### src/design/qr_scan_pkg.sv
package qr_scan_pkg;

        ////////////////////////////////////////
        // Image geometry.
        ////////////////////////////////////////

        // Log2 of the image side, 64 x 64 pixels.
        parameter int img_bits = 6;

        // Number of candidate windows.
        parameter int NUM_SLOTS = 4;

        // Probes per 5 x 5 window.
        parameter int PATTERN_LEN = 25;

        // One-bit pixel address, row * 64 + col.
        typedef logic [2*img_bits-1:0] addr_t;

        // Row or column index.
        typedef logic [img_bits-1:0] coord_t;

        typedef logic [1:0] slot_t;
        typedef logic [4:0] step_t;

        // Zero to four found windows.
        typedef logic [2:0] total_t;

        ////////////////////////////////////////
        // Window origins and probe pattern.
        ////////////////////////////////////////

        // Top-left corners, clockwise from top-left slot.
        localparam coord_t SLOT_ROW [NUM_SLOTS] = '{6'd19, 6'd19, 6'd40, 6'd40};
        localparam coord_t SLOT_COL [NUM_SLOTS] = '{6'd19, 6'd40, 6'd40, 6'd19};

        // Outer ring clockwise from the corner, then the inner 3 x 3 row by row.
        localparam logic [2:0] PAT_DR [PATTERN_LEN] = '{
                3'd0, 3'd0, 3'd0, 3'd0, 3'd0, 3'd1, 3'd2, 3'd3, 3'd4,
                3'd4, 3'd4, 3'd4, 3'd4, 3'd3, 3'd2, 3'd1,
                3'd1, 3'd1, 3'd1, 3'd2, 3'd2, 3'd2, 3'd3, 3'd3, 3'd3};
        localparam logic [2:0] PAT_DC [PATTERN_LEN] = '{
                3'd0, 3'd1, 3'd2, 3'd3, 3'd4, 3'd4, 3'd4, 3'd4, 3'd4,
                3'd3, 3'd2, 3'd1, 3'd0, 3'd0, 3'd0, 3'd0,
                3'd1, 3'd2, 3'd3, 3'd1, 3'd2, 3'd3, 3'd1, 3'd2, 3'd3};

        ////////////////////////////////////////
        // Control types.
        ////////////////////////////////////////

        typedef enum logic [1:0] {
                scan_idle,
                scan_probe,
                scan_drain,
                scan_done
        } scan_state_e;

        // Probe tag, issued by ctrl and returned with the read data.
        typedef struct packed {
                logic  valid;
                slot_t slot;
                step_t step;
        } probe_t;

        // One slot resolution.
        typedef struct packed {
                logic  valid;
                slot_t slot;
                logic  hit;
        } slot_evt_t;

endpackage

### src/design/qr_probe_decode.sv
`timescale 1ns/1ns

module qr_probe_decode #(
        parameter int ROW_BITS = qr_scan_pkg::img_bits
) (
        input  logic                clk,
        input  logic                srst_n,
        input  qr_scan_pkg::probe_t probe,
        output logic                sram_ren,
        output qr_scan_pkg::addr_t  sram_raddr,
        output qr_scan_pkg::probe_t sample
);
        import qr_scan_pkg::*;

        // Offsets of the current step inside the window.
        logic [2:0] dr;
        logic [2:0] dc;

        // Absolute pixel position.
        coord_t row;
        coord_t col;

        // Tag in step with sram_raddr.
        probe_t tag_q;

        ////////////////////////////////////////
        // Pattern lookup.
        ////////////////////////////////////////

        always_comb begin
                dr = '0;
                dc = '0;
                // Steps past the table never carry valid.
                if (probe.step < step_t'(PATTERN_LEN)) begin
                        dr = PAT_DR[probe.step];
                        dc = PAT_DC[probe.step];
                end
                row = SLOT_ROW[probe.slot] + coord_t'(dr);
                col = SLOT_COL[probe.slot] + coord_t'(dc);
        end

        ////////////////////////////////////////
        // Address register.
        ////////////////////////////////////////

        // Row major, one bit per pixel.
        always_ff @(posedge clk) begin
                sram_raddr <= (addr_t'(row) << ROW_BITS) + addr_t'(col);
        end

        // First tag stage, valid doubles as the read enable.
        always_ff @(posedge clk) begin
                if (!srst_n) begin
                        tag_q <= '0;
                end else begin
                        tag_q <= probe;
                end
        end

        assign sram_ren = tag_q.valid;

        ////////////////////////////////////////
        // Tag return.
        ////////////////////////////////////////

        // SRAM answers one cycle after ren.
        // So the tag lands together with sram_rdata.
        always_ff @(posedge clk) begin
                if (!srst_n) begin
                        sample <= '0;
                end else begin
                        sample <= tag_q;
                end
        end

endmodule

### src/design/qr_scan_ctrl.sv
`timescale 1ns/1ns

module qr_scan_ctrl (
        input  logic                   clk,
        input  logic                   srst_n,
        input  logic                   req,
        output logic                   ack,
        output qr_scan_pkg::probe_t    probe,
        input  qr_scan_pkg::probe_t    sample,
        input  logic                   sram_rdata,
        output qr_scan_pkg::slot_evt_t evt,
        output logic                   clear
);
        import qr_scan_pkg::*;

        localparam step_t LAST_STEP = step_t'(PATTERN_LEN - 1);
        localparam slot_t LAST_SLOT = slot_t'(NUM_SLOTS - 1);

        scan_state_e state_q;

        // Slot being scanned.
        slot_t slot_q;

        // Next step to issue.
        step_t step_q;

        // Sample belongs to the current slot.
        logic accept;
        logic hit;
        logic resolve;

        ////////////////////////////////////////
        // Sample check.
        ////////////////////////////////////////

        // Samples of an already resolved slot are stale.
        always_comb begin
                accept = sample.valid && (sample.slot == slot_q) &&
                         ((state_q == scan_probe) || (state_q == scan_drain));
                hit = accept && sram_rdata;
                // Found on a set pixel, empty after the last clean step.
                resolve = hit || (accept && (sample.step == LAST_STEP));
        end

        ////////////////////////////////////////
        // Outputs.
        ////////////////////////////////////////

        // No issue in the resolving cycle.
        // Keeps the bus quiet once the last slot ends.
        assign probe.valid = (state_q == scan_probe) && !resolve;
        assign probe.slot  = slot_q;
        assign probe.step  = step_q;

        assign evt.valid = resolve;
        assign evt.slot  = slot_q;
        assign evt.hit   = hit;

        // Start of a new scan.
        assign clear = (state_q == scan_idle) && req;

        // Results held while ack is high.
        assign ack = (state_q == scan_done);

        ////////////////////////////////////////
        // Sequencer.
        ////////////////////////////////////////

        always_ff @(posedge clk) begin
                if (!srst_n) begin
                        state_q <= scan_idle;
                        slot_q  <= '0;
                        step_q  <= '0;
                end else begin
                        case (state_q)
                        scan_idle: begin
                                if (req) begin
                                        state_q <= scan_probe;
                                        slot_q  <= '0;
                                        step_q  <= '0;
                                end
                        end
                        scan_probe, scan_drain: begin
                                if (resolve) begin
                                        // Early exit, drop the rest of this slot.
                                        step_q <= '0;
                                        slot_q <= slot_q + slot_t'(1);
                                        if (slot_q == LAST_SLOT) begin
                                                state_q <= scan_done;
                                        end else begin
                                                state_q <= scan_probe;
                                        end
                                end else if (state_q == scan_probe) begin
                                        // Wait for step 24 to come back.
                                        if (step_q == LAST_STEP) begin
                                                state_q <= scan_drain;
                                        end else begin
                                                step_q <= step_q + step_t'(1);
                                        end
                                end
                        end
                        scan_done: begin
                                // Four-phase, ack drops after req.
                                if (!req) begin
                                        state_q <= scan_idle;
                                end
                        end
                        default: begin
                                state_q <= scan_idle;
                        end
                        endcase
                end
        end

endmodule

### src/design/qr_slot_scan.sv
`timescale 1ns/1ns

module qr_slot_scan #(
        parameter int ROW_BITS = qr_scan_pkg::img_bits
) (
        input  logic                clk,
        input  logic                srst_n,
        input  logic                req,
        output logic                ack,
        output logic                sram_ren,
        output qr_scan_pkg::addr_t  sram_raddr,
        input  logic                sram_rdata,
        output qr_scan_pkg::total_t qr_total,
        output logic [3:0]          qr_found
);
        import qr_scan_pkg::*;

        // Ctrl to decode.
        probe_t probe;

        // Decode back to ctrl, aligned with sram_rdata.
        probe_t sample;

        // Ctrl to tally.
        slot_evt_t evt;
        logic clear;

        ////////////////////////////////////////
        // Execute.
        ////////////////////////////////////////

        qr_scan_ctrl u_ctrl (
                .clk        (clk),
                .srst_n     (srst_n),
                .req        (req),
                .ack        (ack),
                .probe      (probe),
                .sample     (sample),
                .sram_rdata (sram_rdata),
                .evt        (evt),
                .clear      (clear)
        );

        ////////////////////////////////////////
        // Decode.
        ////////////////////////////////////////

        qr_probe_decode #(
                .ROW_BITS (ROW_BITS)
        ) u_decode (
                .clk        (clk),
                .srst_n     (srst_n),
                .probe      (probe),
                .sram_ren   (sram_ren),
                .sram_raddr (sram_raddr),
                .sample     (sample)
        );

        ////////////////////////////////////////
        // Result.
        ////////////////////////////////////////

        qr_slot_tally u_tally (
                .clk      (clk),
                .srst_n   (srst_n),
                .clear    (clear),
                .evt      (evt),
                .qr_total (qr_total),
                .qr_found (qr_found)
        );

endmodule

### src/design/qr_slot_tally.sv
`timescale 1ns/1ns

module qr_slot_tally (
        input  logic                   clk,
        input  logic                   srst_n,
        input  logic                   clear,
        input  qr_scan_pkg::slot_evt_t evt,
        output qr_scan_pkg::total_t    qr_total,
        output logic [3:0]             qr_found
);
        import qr_scan_pkg::*;

        // Counted event.
        logic found_evt;

        assign found_evt = evt.valid && evt.hit;

        ////////////////////////////////////////
        // Count and mask.
        ////////////////////////////////////////

        // Cleared on reset and at each new scan.
        always_ff @(posedge clk) begin
                if (!srst_n || clear) begin
                        qr_total <= '0;
                        qr_found <= '0;
                end else if (found_evt) begin
                        qr_total <= qr_total + total_t'(1);
                        // One bit per slot, ordered as the origins.
                        qr_found[evt.slot] <= 1'b1;
                end
        end

endmodule

### config.mk
export PLATFORM = sky130hd
export DESIGN_NAME = qr_slot_scan
export DESIGN_NICKNAME = d
export VERILOG_FILES = /design/src/design/qr_scan_pkg.sv /design/src/design/qr_probe_decode.sv /design/src/design/qr_scan_ctrl.sv /design/src/design/qr_slot_scan.sv /design/src/design/qr_slot_tally.sv
export SDC_FILE = /design/constraint.sdc
export NUM_CORES = 1
export LEC_CHECK = 0
export BUFFER_PORTS_ARGS = -buffer_cell sky130_fd_sc_hd__buf_2
export CORE_UTILIZATION = 56
export CTS_CLUSTER_SIZE = 30
export DETAILED_ROUTE_END_ITERATION = 12
export PLACE_DENSITY = 0.82
export SLEW_MARGIN = 20
export SYNTH_ARGS = -nofsm -noshare
export SYNTH_HDL_FRONTEND = slang
export SYNTH_SLANG_ARGS = --single-unit
export TNS_END_PERCENT = 30
### constraint.sdc
create_clock -name clk -period 2.55 [get_ports clk]
set_clock_uncertainty 0.05 [all_clocks]
set_input_delay 0.51 -clock clk [delete_from_list [all_inputs] [get_ports clk]]
set_output_delay 0.51 -clock clk [all_outputs]
set_load 0.01 [all_outputs]
==> results of run 1 <==
worst max-delay path, stage by stage, from the launching register on:
cell,delay [ns]
dfxtp_2,0.43
inv_1,0.09
ha_1,0.34
nand2_1,0.08
o21ai_0,0.11
a21oi_1,0.20
a311oi_2,0.08
buf_4,0.17
fa_1,0.43
xor2_1,0.17
routing by layer:
metal | track usage, % | up-vias | routed length [um]
met5 | 0 | - | 0
met4 | 9.52 | 0 | 81
met3 | 7.77 | 11 | 197
met2 | 35.6 | 42 | 1750
met1 | 26.7 | 736 | 1650
li1 | - | 775 | -
cell usage after synthesis, types with 3 or more instances:
library cell  instances
nor2_1               23
nor2b_1               3
xnor2_1               4
clkbuf_1              6
a311oi_1              3
a31oi_1               3
nand4_1               4
dfxtp_1              44
nand3_1               4
a21o_1                3
xor2_1                4
inv_1                15
and2_1                9
ha_1                 19
o21ai_0               9
a21oi_1              14
nand2_1              15
mux2i_1               4
cell type report:
type | count | area (um^2) | share of cell area, %
timing repair buffer | 28 | 150 | 6.71
sequential | 44 | 882 | 39.4
inverter | 16 | 60.1 | 2.68
clock buffer | 6 | 51.3 | 2.29
multi-input combinational | 147 | 1030 | 45.9
clock inverter | 2 | 10.0 | 0.447
tap | 46 | 57.6 | 2.57
worst max path at each step:
stage               depth (start not counted)                        endpoint  slack (ns)                          start
floorplan                                  10  u_decode.sram_raddr[3]$_DFF_P_        0.32  u_ctrl.step_q[0]$_SDFFE_PN0P_
global route                               10  u_decode.sram_raddr[3]$_DFF_P_        0.07  u_ctrl.step_q[0]$_SDFFE_PN0P_
global placement                            9  u_decode.sram_raddr[2]$_DFF_P_        0.31  u_ctrl.step_q[0]$_SDFFE_PN0P_
finish                                      9  u_decode.sram_raddr[2]$_DFF_P_        0.29  u_ctrl.step_q[0]$_SDFFE_PN0P_
CTS                                        10  u_decode.sram_raddr[3]$_DFF_P_        0.15  u_ctrl.step_q[0]$_SDFFE_PN0P_
detailed placement                         10  u_decode.sram_raddr[3]$_DFF_P_        0.18  u_ctrl.step_q[0]$_SDFFE_PN0P_
state kept, by name, indices dropped and copies added (netlist names):
name	cells
u_ctrl.slot_q	2
u_tally.qr_found	4
u_decode.sample	8
u_decode.tag_q	7
u_decode.sram_ren	1
u_decode.sram_raddr	12
u_tally.qr_total	3
u_ctrl.state_q	2
u_ctrl.step_q	5
metrics by stage:
step	hold slack, ns	worst slack (ns)
after floorplan	0.351	0.323
after global placement	0.365	0.311
after detailed placement	0.370	0.183
after CTS	0.399	0.146
after global routing	0.420	0.0662
final	0.395	0.295
timing repair:
item / 4_1_cts / 5_1_grt
hold endpoints to repair: 0 / 0
setup endpoints to repair: 0 / 1
resized for setup: 0 / 2
logic make-up (layout without fill, tap and decap cells):
logic type / after synthesis / count (layout) / synth area share [%]
compound gates: 40 / 40 / 12.3
xor+xnor: 8 / 8 / 3.52
fa+ha+maj: 21 / 21 / 13.9
buf+inv: 24 / 52 / 4.64
flops: 44 / 44 / 44.2
mux: 5 / 5 / 2.57
simple gates: 73 / 73 / 18.8
where the power goes:
group	switching, mW	internal, mW
logic	0.0858	0.0536
clock network	0.216	0.131
registers	0.0106	0.702
total	0.312	0.888
==> results.toml, run 1 <==
[run_status]
status = "completed"

[global_route]
grt_max_degree = 20
grt_util_all_layers_pct = 22.1
overflow = 0
grt_pass1_wl_um = 6030
antenna_found_initial = 0
grt_pass1_vias = 1389

[clock_network]
path_clk_slew_ns = 0.13
clock_latency_ns = 0.36
cts_hold_buffers = 0
ctsLongestPathBuffers = 2
numCtsBuffers = 5
postCtsSetupBuffers = 0
clock_sinks = 44
cts_root_buf = "clkbuf_4"
cts_tree = "yes"
htreeDepth = 2

[detailed_routing]
vias_per_cell = 5.41
vias = 1564
totalWireLength_um = 3680
wl_per_cell_um = 12.7
dr.pass1.iters = 4
first_iter_violations = 40
drc_errors = 0
ant_nets = 0

[critical_path]
r2r-end = "u_decode.sram_raddr[2]$_DFF_P_"
r2r_setup_slack_ns = 0.29
cp-end-kind = "register"
cp_max_fo = 9
critPathLaunchType = "register"
reg2regPathDepth = 9
required_ns = 2.75
critPathArrivalTime_ns = 2.46
path_class = "register to register"
r2r_start = "u_ctrl.step_q[0]$_SDFFE_PN0P_"

[logic_synthesis]
syn-num-nets = 240
synth_area_leader_cell = "dfxtp_1"
synth_top_area_share_pct = 44.2
ys_seq_area_share_pct = 44.2
synth_cells = 215
synth_area_per_cell_um2 = 9.27
netlist_area_um2 = 1990
synth.area.top_cells = "dfxtp_1 (44%), ha_1 (12%), nor2_1 (4.3%)"
synth-edff-count = 0
async_flop_share_pct = 0
synth.distinct_cells = 39
synth-seq-cells = 44
ys.flop_type = "dfxtp_1"
synth_warnings = 0

[final_layout]
final_cell_mix = "dfxtp_1 (43), buf_2 (24), nor2_1 (23)"
num_antenna_cells = 0
fillers = 290
utilization_pct = 66.5
drive_gt1_share_pct = 18.1
nNetsFinal = 267
instances_no_fill = 289
fin_area_um2 = 2240
area_delta_synth_final_pct = 12.2
layout_commonest_cell = "dfxtp_1"

[timing]
final.setup.tns_ns = 0
fin_crit_sh_pct = 88.4
rsz0062_at_grt = "no"
finalHoldViolCount = 0
finalSetupViolations = 0
fmax_ghz = 0.443
finalMaxSlewViolations = 0
relSlewSlack_pct = 52.2
tightest_slew_ns = 0.716
period_needed_ns = 2.26

[floorplanning]
dieArea_um2 = 3800
die_x_um = 61.7
rows = 21
ioPinCount = 25
initial_utilization_pct = 59.3
coreArea_um2 = 3360
dieHeight_um = 61.7

[placed_design]
gp_congestion = 0.861
dp_cells = 281
dpl_cell_area_um2 = 2170
numPortBuffers = 24
dp_hpwl_um = 2770

[worst_hold_path]
hp-class = "register to register"
hold_end = "u_decode.sample[3]$_SDFF_PN0_"
min_path_cells = 1
hold_start = "u_decode.tag_q[3]$_SDFF_PN0_"

[power_and_ir_drop]
finalPower_mw = 1.20
power.density_nw_per_um2 = 536
leakage_nw = 0.982
vdd_drop_max_v = 0.000351

[job]
drv_cap = 0
No activity file was read; power rests on OpenSTA's default activity.
==> run 2, diff against run 1 <==
--- a/config.mk
+++ b/config.mk
@@ -6,10 +6,10 @@
 export NUM_CORES = 1
 export LEC_CHECK = 0
 export BUFFER_PORTS_ARGS = -buffer_cell sky130_fd_sc_hd__buf_2
-export CORE_UTILIZATION = 56
+export CORE_UTILIZATION = 60
 export CTS_CLUSTER_SIZE = 30
 export DETAILED_ROUTE_END_ITERATION = 12
-export PLACE_DENSITY = 0.82
+export PLACE_DENSITY = 0.87
 export SLEW_MARGIN = 20
 export SYNTH_ARGS = -nofsm -noshare
 export SYNTH_HDL_FRONTEND = slang
==> constraint.sdc (replaced) <==
create_clock -name clk -period 2.65 [get_ports clk]
set_clock_uncertainty 0.05 [all_clocks]
set_input_delay 0.53 -clock clk [delete_from_list [all_inputs] [get_ports clk]]
set_output_delay 0.53 -clock clk [all_outputs]
set_load 0.01 [all_outputs]
==> run 2 against run 1 <==
  * First-iteration DRC count increased by 75%
  * Register-to-register slack lost 0.11 ns
  * Utilization increased by 5.5 points
  * Via count decreased by 1.7%
  * Sequential cell count did not move
  * Sequential power decreased by 3.9%
  * Fmax is 8.6% lower
  * Worst hold slack better by 0.0038 ns
  * Critical path type unchanged
  * Critical endpoint is now u_decode.sram_raddr[3]$_DFF_P_
  * Highest routed layer unchanged
==> results.toml, run 2 (synthesized netlist as in run 1, its figures left out) <==
[clock_network]
postCtsSetupBuffers = 0
ctsResizeCount = 0
clock_latency_ns = 0.34
clock_sinks = 44
cts_tree = "yes"
htreeDepth = 2
path_clk_slew_ns = 0.12
cts_root_buf = "clkbuf_4"
numCtsBuffers = 5
ctsLongestPathBuffers = 2
cts_hold_buffers = 0

[timing]
rsz0062_at_grt = "no"
final.setup.tns_ns = 0
period_needed_ns = 2.47
fmax_ghz = 0.405
fin_crit_sh_pct = 93.1
finalHoldViolCount = 0
finalMaxSlewViolations = 0
relSlewSlack_pct = 60.8
tightest_slew_ns = 0.585
hold_ws_ns = 0.399
finalSetupViolations = 0

[detailed_routing]
vias = 1538
first_iter_violations = 70
dr.pass1.iters = 4
top_layer_used = "met4"
routedLengthMet1_um = 1620
totalWireLength_um = 3580
wl_per_cell_um = 12.5
route.met2.wl_um = 1720
vias_per_cell = 5.38
drc_errors = 0
ant_nets = 0
dr_wl_met3_um = 192

[critical_path]
critPathLaunchType = "register"
slowest_delay_ns = 0.49
cp_max_fo = 9
path_class = "register to register"
required_ns = 2.84
critPathArrivalTime_ns = 2.66
path_buf_inv = 1
cpLargestDelayFamily = "compound AO/OA/AOI/OAI gates"
cp-end-kind = "register"
cpMaxStageDelayCell = "dfxtp_1"
crit_chain = "inv_1, ha_1, nand2_1, o21ai_0, a21oi_1, a311oi_1, ha_1, a21oi_1, nor2b_1, xnor2_1"

[placed_design]
gp_congestion = 0.872
numPortBuffers = 24
dp_hpwl_um = 2640
dpl_cell_area_um2 = 2160

[final_layout]
fillers = 233
fin_area_um2 = 2230
nNetsFinal = 266
top_regs = "u_decode.sram_raddr (12), u_decode.sample (8), u_decode.tag_q (7)"
num_antenna_cells = 0
final_cell_mix = "dfxtp_1 (44), buf_2 (24), nor2_1 (23)"
drive_gt1_share_pct = 16.5
top_register = "u_decode.sram_raddr"
area_delta_synth_final_pct = 12.1
layout_commonest_cell = "dfxtp_1"
largest_reg_flops = 12

[global_route]
antenna_found_initial = 0
overflow = 0
grt_max_degree = 20
grt_pass1_vias = 1309
grt_pass1_wl_um = 5920
grt_util_all_layers_pct = 22.6

[power_and_ir_drop]
leakage_nw = 0.979
power.density_nw_per_um2 = 543
vdd_drop_max_v = 0.000367

[floorplanning]
coreArea_um2 = 3100
die_x_um = 59.6
initial_utilization_pct = 64.2
ioPinCount = 25
dieHeight_um = 59.6
rows = 20
dieArea_um2 = 3560

[worst_hold_path]
hp-class = "register to register"

[run_status]
status = "completed"

[job]
drv_cap = 0
==> run 2: changes by cell type in the layout (fill, tap and decap cells not counted), sizes merged <==
cell and change:
buf -1, bufinv +1, clkinv -1
==> run 2: cell type report <==
type | instances | area [um^2] | area share, %
clock buffers | 6 | 41.3 | 1.85
repair buffers | 27 | 143 | 6.38
inverters | 16 | 60.1 | 2.69
flip-flops and latches | 44 | 881 | 39.4
well taps | 44 | 55.1 | 2.46
multi-input cells | 147 | 1020 | 45.6
clock inverters | 2 | 35.0 | 1.57
==> run 2: worst paths after layout <==
check                           startpoint  slack, ns  cells after the start                               to
min          u_ctrl.slot_q[1]$_SDFFE_PN0P_       0.40                      0  u_decode.sram_raddr[11]$_DFF_P_
max          u_ctrl.step_q[0]$_SDFFE_PN0P_       0.18                     10   u_decode.sram_raddr[3]$_DFF_P_
max reg2reg  u_ctrl.step_q[0]$_SDFFE_PN0P_       0.18                     10   u_decode.sram_raddr[3]$_DFF_P_
min reg2reg  u_ctrl.slot_q[1]$_SDFFE_PN0P_       0.40                      0  u_decode.sram_raddr[11]$_DFF_P_
==> run 2: through the flow <==
step	power (mW)	setup WS, ns	util (%)	instances
after global placement	0.825	0.286	69.6	278
final	1.21	0.182	72.0	286
after floorplan	0.794	0.423	-	215
after global routing	1.28	0.000449	72.0	286
after CTS	1.22	0.179	72.0	286
after detailed placement	0.828	0.231	69.6	278
==> run 2: report_power, final <==
part / switching, mW / leakage (nW) / internal, mW
combinational: 0.0784 / 0.581 / 0.0509
clock: 0.201 / 0.0422 / 0.198
sequential: 0.00939 / 0.356 / 0.676
==> run 2: metal layers <==
layer,track usage [%],up-vias
li1,-,783
met1,29.2,700
met2,36.1,50
met3,6.33,5
met4,7.64,0
met5,0,-
